File: config.mk
export PLATFORM = sky130hd
export DESIGN_NAME = l1_mau
export DESIGN_NICKNAME = d
export VERILOG_FILES = /design/src/rtl/mau_pkg.sv /design/src/rtl/l1_mau.sv /design/src/rtl/mau_ack_collect.sv /design/src/rtl/mau_req_arbiter.sv /design/src/rtl/mau_wb_issue.sv /design/src/rtl/sync_fifo.sv
export SDC_FILE = /design/constraint.sdc
export NUM_CORES = 1
export LEC_CHECK = 0
export ABC_AREA = 1
export BUFFER_PORTS_ARGS = -buffer_cell sky130_fd_sc_hd__buf_2
export CORE_MARGIN = 2
export CORE_UTILIZATION = 59
export CTS_BUF_LIST = sky130_fd_sc_hd__clkbuf_16
export CTS_CLUSTER_DIAMETER = 200
export CTS_CLUSTER_SIZE = 8
export DETAILED_ROUTE_END_ITERATION = 10
export PLACE_DENSITY = 0.89
export SKIP_LAST_GASP = 1
export SLEW_MARGIN = 10
export SYNTH_ARGS = -nofsm -noshare
export SYNTH_HDL_FRONTEND = slang
export SYNTH_HIERARCHICAL = 1
export SYNTH_SLANG_ARGS = --single-unit
File: constraint.sdc
create_clock -name wb_clk_i -period 8.7 [get_ports wb_clk_i]
set_clock_uncertainty 0.1 [all_clocks]
set_input_delay 0.435 -clock wb_clk_i [delete_from_list [all_inputs] [get_ports wb_clk_i]]
set_output_delay 0.435 -clock wb_clk_i [all_outputs]
set_load 0.005 [all_outputs]
File: src/rtl/mau_pkg.sv
package mau_pkg;

	// ----------------------------------------
	// Widths
	// ----------------------------------------

	localparam int CORE_ADDR_WIDTH = 32;
	localparam int CORE_DATA_WIDTH = 32;
	localparam int CORE_BE_WIDTH   = 4;
	localparam int L1_LINE_SIZE    = 128;

	// Beats in one cache line and the byte step between them
	localparam int BEATS_PER_LINE = L1_LINE_SIZE / CORE_DATA_WIDTH;
	localparam int BEAT_ADDR_STEP = CORE_DATA_WIDTH / 8;

	// FIFO address widths
	localparam int HDR_FIFO_AWIDTH = 2;
	localparam int DAT_FIFO_AWIDTH = 1;
	localparam int ACK_FIFO_AWIDTH = 2;

	// ----------------------------------------
	// Types
	// ----------------------------------------

	typedef logic [CORE_ADDR_WIDTH-1:0]        core_addr_t;
	typedef logic [CORE_DATA_WIDTH-1:0]        core_data_t;
	typedef logic [CORE_BE_WIDTH-1:0]          core_be_t;
	typedef logic [L1_LINE_SIZE-1:0]           l1_line_t;
	typedef logic [$clog2(BEATS_PER_LINE)-1:0] beat_cnt_t;

	typedef enum logic {
		MAU_SRC_I = 1'b0,
		MAU_SRC_D = 1'b1
	} mau_src_e;

	typedef enum logic {
		TR_IDLE = 1'b0,
		TR_REQ  = 1'b1
	} tr_state_e;

	typedef enum logic {
		ACK_IDLE = 1'b0,
		ACK_REC  = 1'b1
	} ack_state_e;

	// Bus request as queued for the issue stage
	typedef struct packed {
		logic       we;
		logic       nc;
		core_be_t   be;
		core_addr_t addr;
	} mau_req_hdr_t;

	// Return bookkeeping, one per accepted request
	typedef struct packed {
		mau_src_e  src;
		logic      we;
		logic      nc;
		beat_cnt_t last;
	} mau_ack_tag_t;

endpackage

File: src/rtl/l1_mau.sv
`timescale 1ns/1ps

module l1_mau import mau_pkg::*; (
	input  logic       wb_clk_i,
	input  logic       wb_rst_i,

	// Instruction cache
	input  logic       l1i_req_val_i,
	input  core_addr_t l1i_req_addr_i,
	output logic       l1i_req_ack_o,
	output l1_line_t   l1i_ack_data_o,

	// Data cache
	input  logic       l1d_req_val_i,
	input  logic       l1d_req_nc_i,
	input  logic       l1d_req_we_i,
	input  core_addr_t l1d_req_addr_i,
	input  core_data_t l1d_req_wdata_i,
	input  core_be_t   l1d_req_be_i,
	output logic       l1d_req_ack_o,
	output l1_line_t   l1d_ack_data_o,
	output logic       l1d_ack_nc_o,
	output logic       l1d_ack_we_o,

	// Wishbone B4 pipelined master
	input  core_data_t wb_dat_i,
	input  logic       wb_ack_i,
	input  logic       wb_stall_i,
	output core_data_t wb_dat_o,
	output core_addr_t wb_adr_o,
	output logic       wb_cyc_o,
	output logic       wb_stb_o,
	output core_be_t   wb_sel_o,
	output logic       wb_we_o
);

	mau_req_hdr_t hdr_in;
	mau_req_hdr_t hdr_head;
	logic         hdr_push;
	logic         hdr_pop;
	logic         hdr_empty;
	logic         hdr_full;

	core_data_t   dat_in;
	core_data_t   dat_head;
	logic         dat_push;
	logic         dat_pop;
	logic         dat_full;

	mau_ack_tag_t tag_in;
	mau_ack_tag_t tag_head;
	logic         tag_push;
	logic         tag_pop;
	logic         tag_empty;
	logic         tag_full;

	logic         rd_done_i;
	logic         rd_done_d;
	logic         wr_ack;
	logic         wr_ack_nc;
	logic         rd_ack_d;
	logic         rd_ack_nc;
	l1_line_t     line;

	// ----------------------------------------
	// Queues
	// ----------------------------------------

	sync_fifo #(
		.DWIDTH ($bits(mau_req_hdr_t)),
		.AWIDTH (HDR_FIFO_AWIDTH)
	) u_hdr_fifo (
		.wb_clk_i (wb_clk_i),
		.wb_rst_i (wb_rst_i),
		.push_i   (hdr_push),
		.pop_i    (hdr_pop),
		.wdata_i  (hdr_in),
		.rdata_o  (hdr_head),
		.empty_o  (hdr_empty),
		.full_o   (hdr_full)
	);

	sync_fifo #(
		.DWIDTH (CORE_DATA_WIDTH),
		.AWIDTH (DAT_FIFO_AWIDTH)
	) u_dat_fifo (
		.wb_clk_i (wb_clk_i),
		.wb_rst_i (wb_rst_i),
		.push_i   (dat_push),
		.pop_i    (dat_pop),
		.wdata_i  (dat_in),
		.rdata_o  (dat_head),
		.empty_o  (),
		.full_o   (dat_full)
	);

	sync_fifo #(
		.DWIDTH ($bits(mau_ack_tag_t)),
		.AWIDTH (ACK_FIFO_AWIDTH)
	) u_tag_fifo (
		.wb_clk_i (wb_clk_i),
		.wb_rst_i (wb_rst_i),
		.push_i   (tag_push),
		.pop_i    (tag_pop),
		.wdata_i  (tag_in),
		.rdata_o  (tag_head),
		.empty_o  (tag_empty),
		.full_o   (tag_full)
	);

	// ----------------------------------------
	// Pipeline stages
	// ----------------------------------------

	mau_req_arbiter u_arbiter (
		.wb_clk_i        (wb_clk_i),
		.wb_rst_i        (wb_rst_i),
		.l1i_req_val_i   (l1i_req_val_i),
		.l1i_req_addr_i  (l1i_req_addr_i),
		.l1d_req_val_i   (l1d_req_val_i),
		.l1d_req_nc_i    (l1d_req_nc_i),
		.l1d_req_we_i    (l1d_req_we_i),
		.l1d_req_addr_i  (l1d_req_addr_i),
		.l1d_req_wdata_i (l1d_req_wdata_i),
		.l1d_req_be_i    (l1d_req_be_i),
		.hdr_full_i      (hdr_full),
		.dat_full_i      (dat_full),
		.tag_full_i      (tag_full),
		.rd_done_i_i     (rd_done_i),
		.rd_done_d_i     (rd_done_d),
		.hdr_push_o      (hdr_push),
		.hdr_o           (hdr_in),
		.dat_push_o      (dat_push),
		.dat_o           (dat_in),
		.tag_push_o      (tag_push),
		.tag_o           (tag_in),
		.wr_ack_o        (wr_ack),
		.wr_ack_nc_o     (wr_ack_nc)
	);

	mau_wb_issue u_issue (
		.wb_clk_i    (wb_clk_i),
		.wb_rst_i    (wb_rst_i),
		.hdr_i       (hdr_head),
		.hdr_empty_i (hdr_empty),
		.hdr_pop_o   (hdr_pop),
		.dat_i       (dat_head),
		.dat_pop_o   (dat_pop),
		.wb_stall_i  (wb_stall_i),
		.wb_stb_o    (wb_stb_o),
		.wb_adr_o    (wb_adr_o),
		.wb_sel_o    (wb_sel_o),
		.wb_we_o     (wb_we_o),
		.wb_dat_o    (wb_dat_o)
	);

	mau_ack_collect u_collect (
		.wb_clk_i      (wb_clk_i),
		.wb_rst_i      (wb_rst_i),
		.wb_ack_i      (wb_ack_i),
		.wb_dat_i      (wb_dat_i),
		.tag_i         (tag_head),
		.tag_empty_i   (tag_empty),
		.tag_pop_o     (tag_pop),
		.rd_done_i_o   (rd_done_i),
		.rd_done_d_o   (rd_done_d),
		.line_o        (line),
		.l1i_req_ack_o (l1i_req_ack_o),
		.l1d_req_ack_o (rd_ack_d),
		.rd_ack_nc_o   (rd_ack_nc)
	);

	// Bus cycle spans every request still awaiting acknowledges
	assign wb_cyc_o = ~tag_empty;

	assign l1i_ack_data_o = line;
	assign l1d_ack_data_o = line;

	// Posted write and read return share the data cache outputs
	assign l1d_req_ack_o = wr_ack | rd_ack_d;
	assign l1d_ack_nc_o  = wr_ack_nc | rd_ack_nc;
	assign l1d_ack_we_o  = wr_ack;

endmodule

File: src/rtl/mau_ack_collect.sv
`timescale 1ns/1ps

module mau_ack_collect import mau_pkg::*; (
	input  logic         wb_clk_i,
	input  logic         wb_rst_i,

	// Wishbone return side
	input  logic         wb_ack_i,
	input  core_data_t   wb_dat_i,

	// Tag FIFO
	input  mau_ack_tag_t tag_i,
	input  logic         tag_empty_i,
	output logic         tag_pop_o,

	// Outstanding-read release
	output logic         rd_done_i_o,
	output logic         rd_done_d_o,

	// Line and read acknowledges
	output l1_line_t     line_o,
	output logic         l1i_req_ack_o,
	output logic         l1d_req_ack_o,
	output logic         rd_ack_nc_o
);

	ack_state_e state_r;
	beat_cnt_t  cnt_r;
	beat_cnt_t  cnt_cur;
	logic       ack_v;
	logic       last_ack;
	l1_line_t   line_r;
	logic       done_r;
	mau_src_e   done_src_r;
	logic       done_nc_r;

	// ----------------------------------------
	// Beat counting
	// ----------------------------------------

	assign ack_v = wb_ack_i & ~tag_empty_i;

	// First acknowledge of a request takes its count from the head tag
	assign cnt_cur  = (state_r == ACK_IDLE) ? tag_i.last : cnt_r;
	assign last_ack = ack_v & (cnt_cur == '0);

	always_ff @(posedge wb_clk_i or posedge wb_rst_i) begin
		if (wb_rst_i) begin
			state_r <= ACK_IDLE;
			cnt_r   <= '0;
		end else if (ack_v) begin
			if (last_ack) begin
				state_r <= ACK_IDLE;
			end else begin
				state_r <= ACK_REC;
				cnt_r   <= cnt_cur - 1'b1;
			end
		end
	end

	assign tag_pop_o = last_ack;

	// ----------------------------------------
	// Line assembly and read acknowledge
	// ----------------------------------------

	always_ff @(posedge wb_clk_i or posedge wb_rst_i) begin
		if (wb_rst_i) begin
			line_r <= '0;
		end else if (ack_v && !tag_i.we) begin
			line_r <= {wb_dat_i, line_r[L1_LINE_SIZE-1:CORE_DATA_WIDTH]};
		end
	end

	// Write tags retire without a pulse
	always_ff @(posedge wb_clk_i or posedge wb_rst_i) begin
		if (wb_rst_i) begin
			done_r <= 1'b0;
		end else begin
			done_r <= last_ack & ~tag_i.we;
		end
	end

	always_ff @(posedge wb_clk_i) begin
		if (last_ack) begin
			done_src_r <= tag_i.src;
			done_nc_r  <= tag_i.nc;
		end
	end

	assign line_o        = line_r;
	assign l1i_req_ack_o = done_r & (done_src_r == MAU_SRC_I);
	assign l1d_req_ack_o = done_r & (done_src_r == MAU_SRC_D);
	assign rd_ack_nc_o   = done_r & done_nc_r;
	assign rd_done_i_o   = l1i_req_ack_o;
	assign rd_done_d_o   = l1d_req_ack_o;

	// Slave acknowledges only beats that were issued
	a_ack_tagged: assert property (@(posedge wb_clk_i) disable iff (wb_rst_i)
		wb_ack_i |-> !tag_empty_i)
		else $error("collector: acknowledge with no request in flight");

endmodule

File: src/rtl/mau_req_arbiter.sv
`timescale 1ns/1ps

module mau_req_arbiter import mau_pkg::*; (
	input  logic         wb_clk_i,
	input  logic         wb_rst_i,

	// Instruction cache
	input  logic         l1i_req_val_i,
	input  core_addr_t   l1i_req_addr_i,

	// Data cache
	input  logic         l1d_req_val_i,
	input  logic         l1d_req_nc_i,
	input  logic         l1d_req_we_i,
	input  core_addr_t   l1d_req_addr_i,
	input  core_data_t   l1d_req_wdata_i,
	input  core_be_t     l1d_req_be_i,

	// FIFO status
	input  logic         hdr_full_i,
	input  logic         dat_full_i,
	input  logic         tag_full_i,

	// Reads retired by the collector
	input  logic         rd_done_i_i,
	input  logic         rd_done_d_i,

	// FIFO writes
	output logic         hdr_push_o,
	output mau_req_hdr_t hdr_o,
	output logic         dat_push_o,
	output core_data_t   dat_o,
	output logic         tag_push_o,
	output mau_ack_tag_t tag_o,

	// Posted write acknowledge
	output logic         wr_ack_o,
	output logic         wr_ack_nc_o
);

	logic i_rd_pend_r;
	logic d_rd_pend_r;
	logic room;
	logic d_acc;
	logic i_acc;
	logic d_wr;

	// ----------------------------------------
	// Acceptance
	// ----------------------------------------

	assign room  = ~hdr_full_i & ~tag_full_i;
	assign d_acc = l1d_req_val_i & room & (~l1d_req_we_i | ~dat_full_i) & ~d_rd_pend_r;

	// Instruction side yields to any data request not yet taken as a read
	assign i_acc = l1i_req_val_i & room & ~i_rd_pend_r & (~l1d_req_val_i | d_rd_pend_r);

	assign d_wr = d_acc & l1d_req_we_i;

	// A held read must not be accepted a second time
	always_ff @(posedge wb_clk_i or posedge wb_rst_i) begin
		if (wb_rst_i) begin
			d_rd_pend_r <= 1'b0;
			i_rd_pend_r <= 1'b0;
		end else begin
			if (d_acc && !l1d_req_we_i) begin
				d_rd_pend_r <= 1'b1;
			end else if (rd_done_d_i) begin
				d_rd_pend_r <= 1'b0;
			end
			if (i_acc) begin
				i_rd_pend_r <= 1'b1;
			end else if (rd_done_i_i) begin
				i_rd_pend_r <= 1'b0;
			end
		end
	end

	// ----------------------------------------
	// Header, data and tag
	// ----------------------------------------

	assign hdr_push_o = d_acc | i_acc;
	assign hdr_o.we   = d_wr;
	assign hdr_o.nc   = d_acc & l1d_req_nc_i;
	assign hdr_o.be   = d_acc ? l1d_req_be_i : '1;
	assign hdr_o.addr = d_acc ? l1d_req_addr_i : l1i_req_addr_i;

	assign dat_push_o = d_wr;
	assign dat_o      = l1d_req_wdata_i;

	assign tag_push_o = d_acc | i_acc;
	assign tag_o.src  = d_acc ? MAU_SRC_D : MAU_SRC_I;
	assign tag_o.we   = d_wr;
	assign tag_o.nc   = d_acc & l1d_req_nc_i;
	// Single beat for writes and uncached reads
	assign tag_o.last = (d_acc & (l1d_req_nc_i | l1d_req_we_i)) ? '0 :
	                    beat_cnt_t'(BEATS_PER_LINE - 1);

	assign wr_ack_o    = d_wr;
	assign wr_ack_nc_o = d_wr & l1d_req_nc_i;

	a_one_accept: assert property (@(posedge wb_clk_i) disable iff (wb_rst_i)
		!(d_acc && i_acc))
		else $error("arbiter: two requests accepted in one cycle");

	a_room: assert property (@(posedge wb_clk_i) disable iff (wb_rst_i)
		hdr_push_o |-> !hdr_full_i && !tag_full_i && !(dat_push_o && dat_full_i))
		else $error("arbiter: accepted into a full FIFO");

	// Collector only retires reads this side has outstanding
	a_done_pending: assert property (@(posedge wb_clk_i) disable iff (wb_rst_i)
		(rd_done_d_i |-> d_rd_pend_r) and (rd_done_i_i |-> i_rd_pend_r))
		else $error("arbiter: read done without an outstanding read");

endmodule

File: src/rtl/mau_wb_issue.sv
`timescale 1ns/1ps

module mau_wb_issue import mau_pkg::*; (
	input  logic         wb_clk_i,
	input  logic         wb_rst_i,

	// Header FIFO
	input  mau_req_hdr_t hdr_i,
	input  logic         hdr_empty_i,
	output logic         hdr_pop_o,

	// Write-data FIFO
	input  core_data_t   dat_i,
	output logic         dat_pop_o,

	// Wishbone master request side
	input  logic         wb_stall_i,
	output logic         wb_stb_o,
	output core_addr_t   wb_adr_o,
	output core_be_t     wb_sel_o,
	output logic         wb_we_o,
	output core_data_t   wb_dat_o
);

	tr_state_e  state_r;
	core_addr_t addr_r;
	beat_cnt_t  cnt_r;
	logic       line_rd;
	logic       beat_taken;
	logic       final_beat;

	assign line_rd    = ~hdr_i.we & ~hdr_i.nc;
	assign beat_taken = (state_r == TR_REQ) & ~wb_stall_i;
	assign final_beat = beat_taken & (cnt_r == '0);

	always_ff @(posedge wb_clk_i or posedge wb_rst_i) begin
		if (wb_rst_i) begin
			state_r <= TR_IDLE;
			addr_r  <= '0;
			cnt_r   <= '0;
		end else begin
			case (state_r)
				TR_IDLE: begin
					if (!hdr_empty_i) begin
						state_r <= TR_REQ;
						addr_r  <= hdr_i.addr;
						cnt_r   <= line_rd ? beat_cnt_t'(BEATS_PER_LINE - 1) : '0;
					end
				end
				TR_REQ: begin
					// Beat advances only once the slave takes it
					if (final_beat) begin
						state_r <= TR_IDLE;
					end else if (beat_taken) begin
						addr_r <= addr_r + core_addr_t'(BEAT_ADDR_STEP);
						cnt_r  <= cnt_r - 1'b1;
					end
				end
				default: begin
					state_r <= TR_IDLE;
				end
			endcase
		end
	end

	// Header leaves the FIFO with its final beat
	assign hdr_pop_o = final_beat;
	assign dat_pop_o = final_beat & hdr_i.we;

	assign wb_stb_o = (state_r == TR_REQ);
	assign wb_adr_o = addr_r;
	assign wb_sel_o = line_rd ? '1 : hdr_i.be;
	assign wb_we_o  = wb_stb_o & hdr_i.we;
	assign wb_dat_o = dat_i;

	a_stall_hold: assert property (@(posedge wb_clk_i) disable iff (wb_rst_i)
		wb_stb_o && wb_stall_i |=> wb_stb_o && $stable(wb_adr_o) && $stable(wb_we_o))
		else $error("issue: beat changed under stall");

	a_hdr_held: assert property (@(posedge wb_clk_i) disable iff (wb_rst_i)
		wb_stb_o |-> !hdr_empty_i)
		else $error("issue: strobe without a queued header");

endmodule

File: src/rtl/sync_fifo.sv
`timescale 1ns/1ps

module sync_fifo #(
	parameter int DWIDTH = 32,
	parameter int AWIDTH = 2
) (
	input  logic              wb_clk_i,
	input  logic              wb_rst_i,
	input  logic              push_i,
	input  logic              pop_i,
	input  logic [DWIDTH-1:0] wdata_i,
	output logic [DWIDTH-1:0] rdata_o,
	output logic              empty_o,
	output logic              full_o
);

	logic [DWIDTH-1:0] mem [2**AWIDTH];

	// Extra top bit tells a full buffer from an empty one
	logic [AWIDTH:0] wr_ptr_r;
	logic [AWIDTH:0] rd_ptr_r;

	assign empty_o = (wr_ptr_r == rd_ptr_r);
	assign full_o  = (wr_ptr_r[AWIDTH-1:0] == rd_ptr_r[AWIDTH-1:0]) &&
	                 (wr_ptr_r[AWIDTH] != rd_ptr_r[AWIDTH]);

	// Head word is visible without a read cycle
	assign rdata_o = mem[rd_ptr_r[AWIDTH-1:0]];

	always_ff @(posedge wb_clk_i) begin
		if (push_i) begin
			mem[wr_ptr_r[AWIDTH-1:0]] <= wdata_i;
		end
	end

	always_ff @(posedge wb_clk_i or posedge wb_rst_i) begin
		if (wb_rst_i) begin
			wr_ptr_r <= '0;
			rd_ptr_r <= '0;
		end else begin
			if (push_i) begin
				wr_ptr_r <= wr_ptr_r + 1'b1;
			end
			if (pop_i) begin
				rd_ptr_r <= rd_ptr_r + 1'b1;
			end
		end
	end

	// Producers and consumers must honour the flags
	a_no_overflow: assert property (@(posedge wb_clk_i) disable iff (wb_rst_i)
		push_i |-> !full_o)
		else $error("sync_fifo: push while full");

	a_no_underflow: assert property (@(posedge wb_clk_i) disable iff (wb_rst_i)
		pop_i |-> !empty_o)
		else $error("sync_fifo: pop while empty");

endmodule

# Yosys cells after proc, flatten, opt, wreduce, memory -nomap -nowiden
# Memory sizes are Yosys's and may differ from the RTL's.
# Cells that the tools add are included.
[classes]
n_addsub = 9
eq_ne = 11
mux = 27
bitwise_logic = 43
reduce_logical = 13
[ops]
columns = ["op", "n"]
rows = [
  ["$mux 32", 4],
  ["$pmux 32 s2", 1],
  ["$add 32x3->32 const B", 1],
  ["$and 1x1->1", 22],
  ["$not 1->1", 15],
  ["$add 3x1->3 const B", 4],
  ["$mux 1", 12],
  ["$mux 2", 6],
  ["$mux 4", 2],
  ["$eq 3x3->1", 2],
  ["$ne 2x2->1 const B", 3],
  ["$or 1x1->1", 6],
  ["$logic_and 1x1->1", 5],
  ["$add 2x1->2 const B", 2],
  ["$eq 2x2->1", 2],
  ["$logic_not 2->1", 2],
  ["$pmux 2 s2", 1],
  ["$reduce_bool 2->1", 2],
  ["$sub 2x1->2 const B", 2],
  ["$ne 1x1->1", 3],
  ["$reduce_and 3->1", 1],
  ["$logic_not 1->1", 2],
  ["$pmux 1 s2", 1],
  ["$reduce_and 2->1", 1],
  ["$eq 1x1->1", 1],
]
[totals]
reg_bits = 187
ramBits = 236
inputBits = 140
output_inout_bits = 331
word_cells = 123
mem_count = 3
[mem_list]
columns = ["memory", "words", "word_bits", "rd", "rd_clocked_by_memory_dff", "wr", "line_no", "source"]
rows = [
  ["u_hdr_fifo.mem", 4, 38, 1, 0, 1, "sync_fifo.sv:17", "logic [DWIDTH-1:0] mem [2**AWIDTH];"],
  ["u_dat_fifo.mem", 2, 32, 1, 0, 1, "sync_fifo.sv:17", ""],
  ["u_tag_fifo.mem", 4, 5, 1, 0, 1, "sync_fifo.sv:17", ""],
]

# Depth between registers and ports, before layout
[logic_depth]
ltp_word = 10
ltp_mapped = 15
mapped_depth_nobuf = 14

# By module
# The synthesis kept the hierarchy.
[modules_own_cells]
columns = ["mod", "n_inst", "cells_per_inst", "area_per_inst_um2", "seq_area_each_um2"]
rows = [
  ["sync_fifo (u_hdr_fifo)", 1, 565, 6528.8, 4714.5],
  ["mau_ack_collect", 1, 597, 5436.5, 3363.2],
  ["mau_wb_issue", 1, 449, 2865.2, 875.8],
  ["sync_fifo (u_dat_fifo)", 1, 196, 2626.3, 2021.9],
  ["sync_fifo (u_tag_fifo)", 1, 113, 1209.9, 750.7],
  ["mau_req_arbiter", 1, 181, 1029.7, 50.0],
  ["l1_mau", 1, 135, 987.2, 0.0],
]

# Worst setup path before layout
# Ideal clock, no wire load.
[synth_timing]
path_type = "flip-flop to flip-flop"
startpoint = "register u_hdr_fifo.rd_ptr_r[0]"
endpoint = "memory u_dat_fifo.mem[0][0] (enable)"
setup_ns = 0.421
t_arrival_ns = 2.749
t_required_ns = 8.179
setup_slack_ns = 5.430
stages_incl_launch_ff = 13
path_buffers = 2
period_less_slack_ns = 3.270
path_cell_list = "dfrtp_1 > buf_6 > inv_2 > buf_6 > nand2_1 > nand2_1 > nand2_1 > nor2_1 > nor2_4 > nand4_1 > inv_1 > inv_1 > nor2_1"
[synth_between]
elab_chain_len = 10
[synth_lines]
columns = ["item", "line_no", "source"]
rows = [
  ["start, declared", "sync_fifo.sv:21", "logic [AWIDTH:0] rd_ptr_r;"],
  ["start signal, assigned", "sync_fifo.sv:45", "rd_ptr_r <= rd_ptr_r + 1'b1;"],
  ["$eq 2x2->1", "sync_fifo.sv:24", "assign full_o = (wr_ptr_r[AWIDTH-1:0] == rd_ptr_r[AWIDTH-1:0]) &&"],
  ["$logic_and 1x1->1", "sync_fifo.sv:24", ""],
  ["net hdr_full", "l1_mau.sv:42", "logic hdr_full;"],
  ["$not 1->1", "mau_req_arbiter.sv:52", "assign room = ~hdr_full_i & ~tag_full_i;"],
  ["$and 1x1->1", "mau_req_arbiter.sv:52", ""],
  ["$and 1x1->1 (3 in a row)", "mau_req_arbiter.sv:53", "assign d_acc = l1d_req_val_i & room & (~l1d_req_we_i | ~dat_full_i) & ~d_rd_pend_r;"],
  ["$and 1x1->1", "mau_req_arbiter.sv:58", "assign d_wr = d_acc & l1d_req_we_i;"],
  ["net dat_push", "l1_mau.sv:46", "logic dat_push;"],
  ["$mux 1", "sync_fifo.sv:31", "if (push_i) begin"],
  ["$mux 1 (not written as such)", "sync_fifo.sv:32", "mem[wr_ptr_r[AWIDTH-1:0]] <= wdata_i;"],
  ["end, declared", "sync_fifo.sv:17", ""],
]
# The timed path passes the listed nets, and every way through them passes these cells.

# Final worst setup path
[layout_timing]
startpoint = "register u_tag_fifo.rd_ptr_r[0]"
endpoint = "memory u_hdr_fifo/mem[3][5] in the netlist's numbering (enable)"
[layout_between]
elab_chain_len = 10
elab_cells_between_ends = 13
classes_between = "1 x eq/ne; 2 x mux; 9 x bitwise; 1 x reduce/logical"
[layout_lines]
columns = ["item", "line_no", "source"]
rows = [
  ["start, declared", "sync_fifo.sv:21", ""],
  ["start signal, assigned", "sync_fifo.sv:45", ""],
  ["$eq 2x2->1 *", "sync_fifo.sv:24", ""],
  ["$logic_and 1x1->1 *", "sync_fifo.sv:24", ""],
  ["net tag_full", "l1_mau.sv:55", "logic tag_full;"],
  ["$not 1->1 *", "mau_req_arbiter.sv:52", ""],
  ["$and 1x1->1 *", "mau_req_arbiter.sv:52", ""],
  ["$and 1x1->1, on equally long branches (3 in a row)", "mau_req_arbiter.sv:53, mau_req_arbiter.sv:56", ""],
  ["$or 1x1->1 *", "mau_req_arbiter.sv:83", "assign hdr_push_o = d_acc | i_acc;"],
  ["net hdr_push", "l1_mau.sv:39", "logic hdr_push;"],
  ["$mux 1 *", "sync_fifo.sv:31", ""],
  ["$mux 1 (not written as such) *", "sync_fifo.sv:32", ""],
  ["end, declared", "sync_fifo.sv:17", ""],
]
# Mark *: on every way through the listed nets, which the timed path passes. The rest lies on a longest branch.

==> results.py <==
metrics = {
    "status": {
        "outcome": "finished clean",
    },
    "sta": {
        "tightest_slew_ps": 1067,
        "finalSetupViolations": 0,
        "setup_tns_ps": 0,
        "slew_headroom_pct": 28.71,
        "finalMaxSlewViolations": 0,
        "hold_viol_final": 0,
        "period_share_pct": 51.31,
        "max_freq_mhz": 224.0,
        "holdWs_ps": 32.66,
        "fin_ws_ps": 4236,
        "period_needed_ps": 4464,
        "rsz0062_at_grt": "no",
    },
    "die": {
        "die_w_um": 191.2,
        "die_area_sq_um": 36540,
        "core-area_sq_um": 34540,
        "die_y_um": 191.2,
        "fp-row-count": 68,
        "ios": 471,
        "initial_core_util_pct": 59.83,
    },
    "routing": {
        "drcViolationCount": 0,
        "routed_wl_um": 59760,
        "num_vias": 17040,
        "first_pass_iters": 6,
        "post_drt_via_cell_ratio": 5.598,
        "wl_per_cell_um": 19.63,
        "ant_nets": 0,
        "drt_iter0_drc": 1883,
    },
    "clock_network": {
        "cts_made_buffers": 58,
        "root_buffer": "clkbuf_16",
        "insertion_delay_ps": 590,
        "cts_tree": "done",
        "clk_path_buf_depth": 3,
        "h-tree-depth": 2,
        "clkTransAtPathRegs_ps": 50,
        "numClockSinks": 423,
    },
    "yosys": {
        "netlist_instances": 2232,
        "yosysWarningCount": 6,
        "synth_nets": 2385,
        "syn_avg_cell_area_sq_um": 9.260,
        "syn-cell-area_sq_um": 20670,
    },
    "job": {
        "maxCapViolations": 0,
    },
    "place": {
        "placed_cell_area_sq_um": 21490,
        "place_ws_ps": 4407,
        "gp_congestion": 0.9262,
        "place.port_buffers": 470,
        "dp_hpwl_um": 37540,
    },
    "final_layout": {
        "design_area_sq_um": 23790,
        "layout_commonest_cell": "nand2_1",
        "layout-drive-gt1-share_pct": 24.18,
        "layout_common_cells": "nand2_1 (848), buf_2 (470), edfxtp_1 (238)",
        "finalNetCount": 2691,
        "fillers": 2416,
        "syn_to_final_growth_pct": 15.11,
    },
    "grt": {
        "grt_pass1_wl_um": 89530,
        "globalRouteMet1Util_pct": 38.64,
        "busiest_layer": "met2",
        "grt_max_degree": 115,
        "grt_pass1_vias": 16500,
        "grt_antenna_before_repair": 10,
        "grt_overflow": 0,
        "grt_util_met3_pct": 7.050,
        "track_usage_pct": 31.75,
        "grtUsageMet2_pct": 53.05,
    },
    "power_and_ir_drop": {
        "p_per_area_nw_per_um2": 248.4,
        "power_leakage_uw": 0.01247,
        "peakVddDrop_mv": 0.1723,
    },
    "critical_path": {
        "worst_ep_required_time_ps": 8810,
        "critical_path.endpoint_type": "flip-flop",
        "worstSetupStartpointType": "flip-flop",
        "critPathMaxFanout": 38,
        "worstPathArrival_ps": 4570,
        "path_class": "flip-flop to flip-flop",
    },
    "hold_path": {
        "hold_path_class": "input pin to flip-flop",
    },
}
==> final timing paths <==
check                                                   start                           endpoint  slack (ps)  cells past startpoint
min in group asynchronous                            wb_rst_i  u_arbiter/i_rd_pend_r$_DFFE_PP0P_         270                      3
max                        u_tag_fifo/rd_ptr_r[0]$_DFFE_PP0P_     u_hdr_fifo/mem[3][5]$_DFFE_PP_        4240                     11
min reg2reg                    u_collect/cnt_r[1]$_DFFE_PP0P_     u_collect/cnt_r[1]$_DFFE_PP0P_         380                      2
min                                              wb_dat_i[30]  u_collect/line_o[126]$_DFFE_PP0P_          30                      3
max reg2reg                u_tag_fifo/rd_ptr_r[0]$_DFFE_PP0P_     u_hdr_fifo/mem[3][5]$_DFFE_PP_        4240                     11
max in group asynchronous                            wb_rst_i   u_collect/line_o[66]$_DFFE_PP0P_        6600                      4
==> layer usage <==
layer | vias to the layer above | wire length [um] | part of all wire (%)
met3 | 257 | 5826 | 9.7
met4 | 8 | 3239 | 5.4
li1 | 7561 | - | -
met5 | - | 56 | 0.094
met1 | 8064 | 21010 | 35
met2 | 1149 | 29630 | 50
==> flip-flops by register name, indices dropped and copies added (netlist names) <==
signal                 count
u_arbiter/d_rd_pend_r      1
u_arbiter/i_rd_pend_r      1
u_collect/cnt_r            2
u_collect/done_nc_r        1
u_collect/done_r           1
u_collect/done_src_r       1
u_collect/line_o         128
u_collect/state_r          1
u_dat_fifo/mem            64
u_dat_fifo/rd_ptr_r        2
u_dat_fifo/wr_ptr_r        2
u_hdr_fifo/mem           152
u_hdr_fifo/rd_ptr_r        3
u_hdr_fifo/wr_ptr_r        3
u_issue/cnt_r              2
u_issue/wb_adr_o          32
u_issue/wb_stb_o           1
u_tag_fifo/mem            20
u_tag_fifo/rd_ptr_r        3
u_tag_fifo/wr_ptr_r        3
==> where the power goes <==
group	total [uW]	leakage (uW)	switching (uW)	internal, uW
Clock	2040	0.000938	850	1190
Sequential	2340	0.00462	122	2220
Combinational	1530	0.00691	1020	504
==> cell type report <==
| cell class | instances | area [sq um] | share of cell area [%] |
|---|---|---|---|
| Inverter | 147 | 574.3 | 2.414 |
| Multi-Input combinational cell | 1358 | 6081 | 25.56 |
| Sequential cell | 423 | 11780 | 49.50 |
| Tap cell | 455 | 569.3 | 2.393 |
| Antenna cell | 13 | 32.53 | 0.1367 |
| Clock buffer | 58 | 1451 | 6.100 |
| Timing Repair Buffer | 550 | 3108 | 13.06 |
| Clock inverter | 40 | 197.7 | 0.8309 |
==> worst max-delay path: stages, from the launching register on <==
cell and delay, ps:
dfrtp_1 780, inv_4 90, nand2_1 80, nand2_1 50, nand2_1 80, nor2_1 70, nor2_4 810, nand3_4 620
nand2_1 620, nand2_1 170, inv_1 90, buf_4 450
==> timing repair <==
item | 4_1_cts | 5_1_grt
resized for setup | 0 | 0
setup endpoints to repair | 0 | 0
endpoints found under the hold margin | 165 | 0
hold buffers | 62 | 0
buffers inserted | 0 | 0
==> stage by stage <==
step	cells	power [uW]	util, %
2_1_floorplan	2232	3512	-
3_3_place_gp	2871	3759	62.21
3_5_place_dp	2871	3825	62.21
4_1_cts	3031	5879	68.78
5_1_grt	3035	6203	68.81
6_report	3044	5910	68.88
No activity file was read; power rests on OpenSTA's default activity.
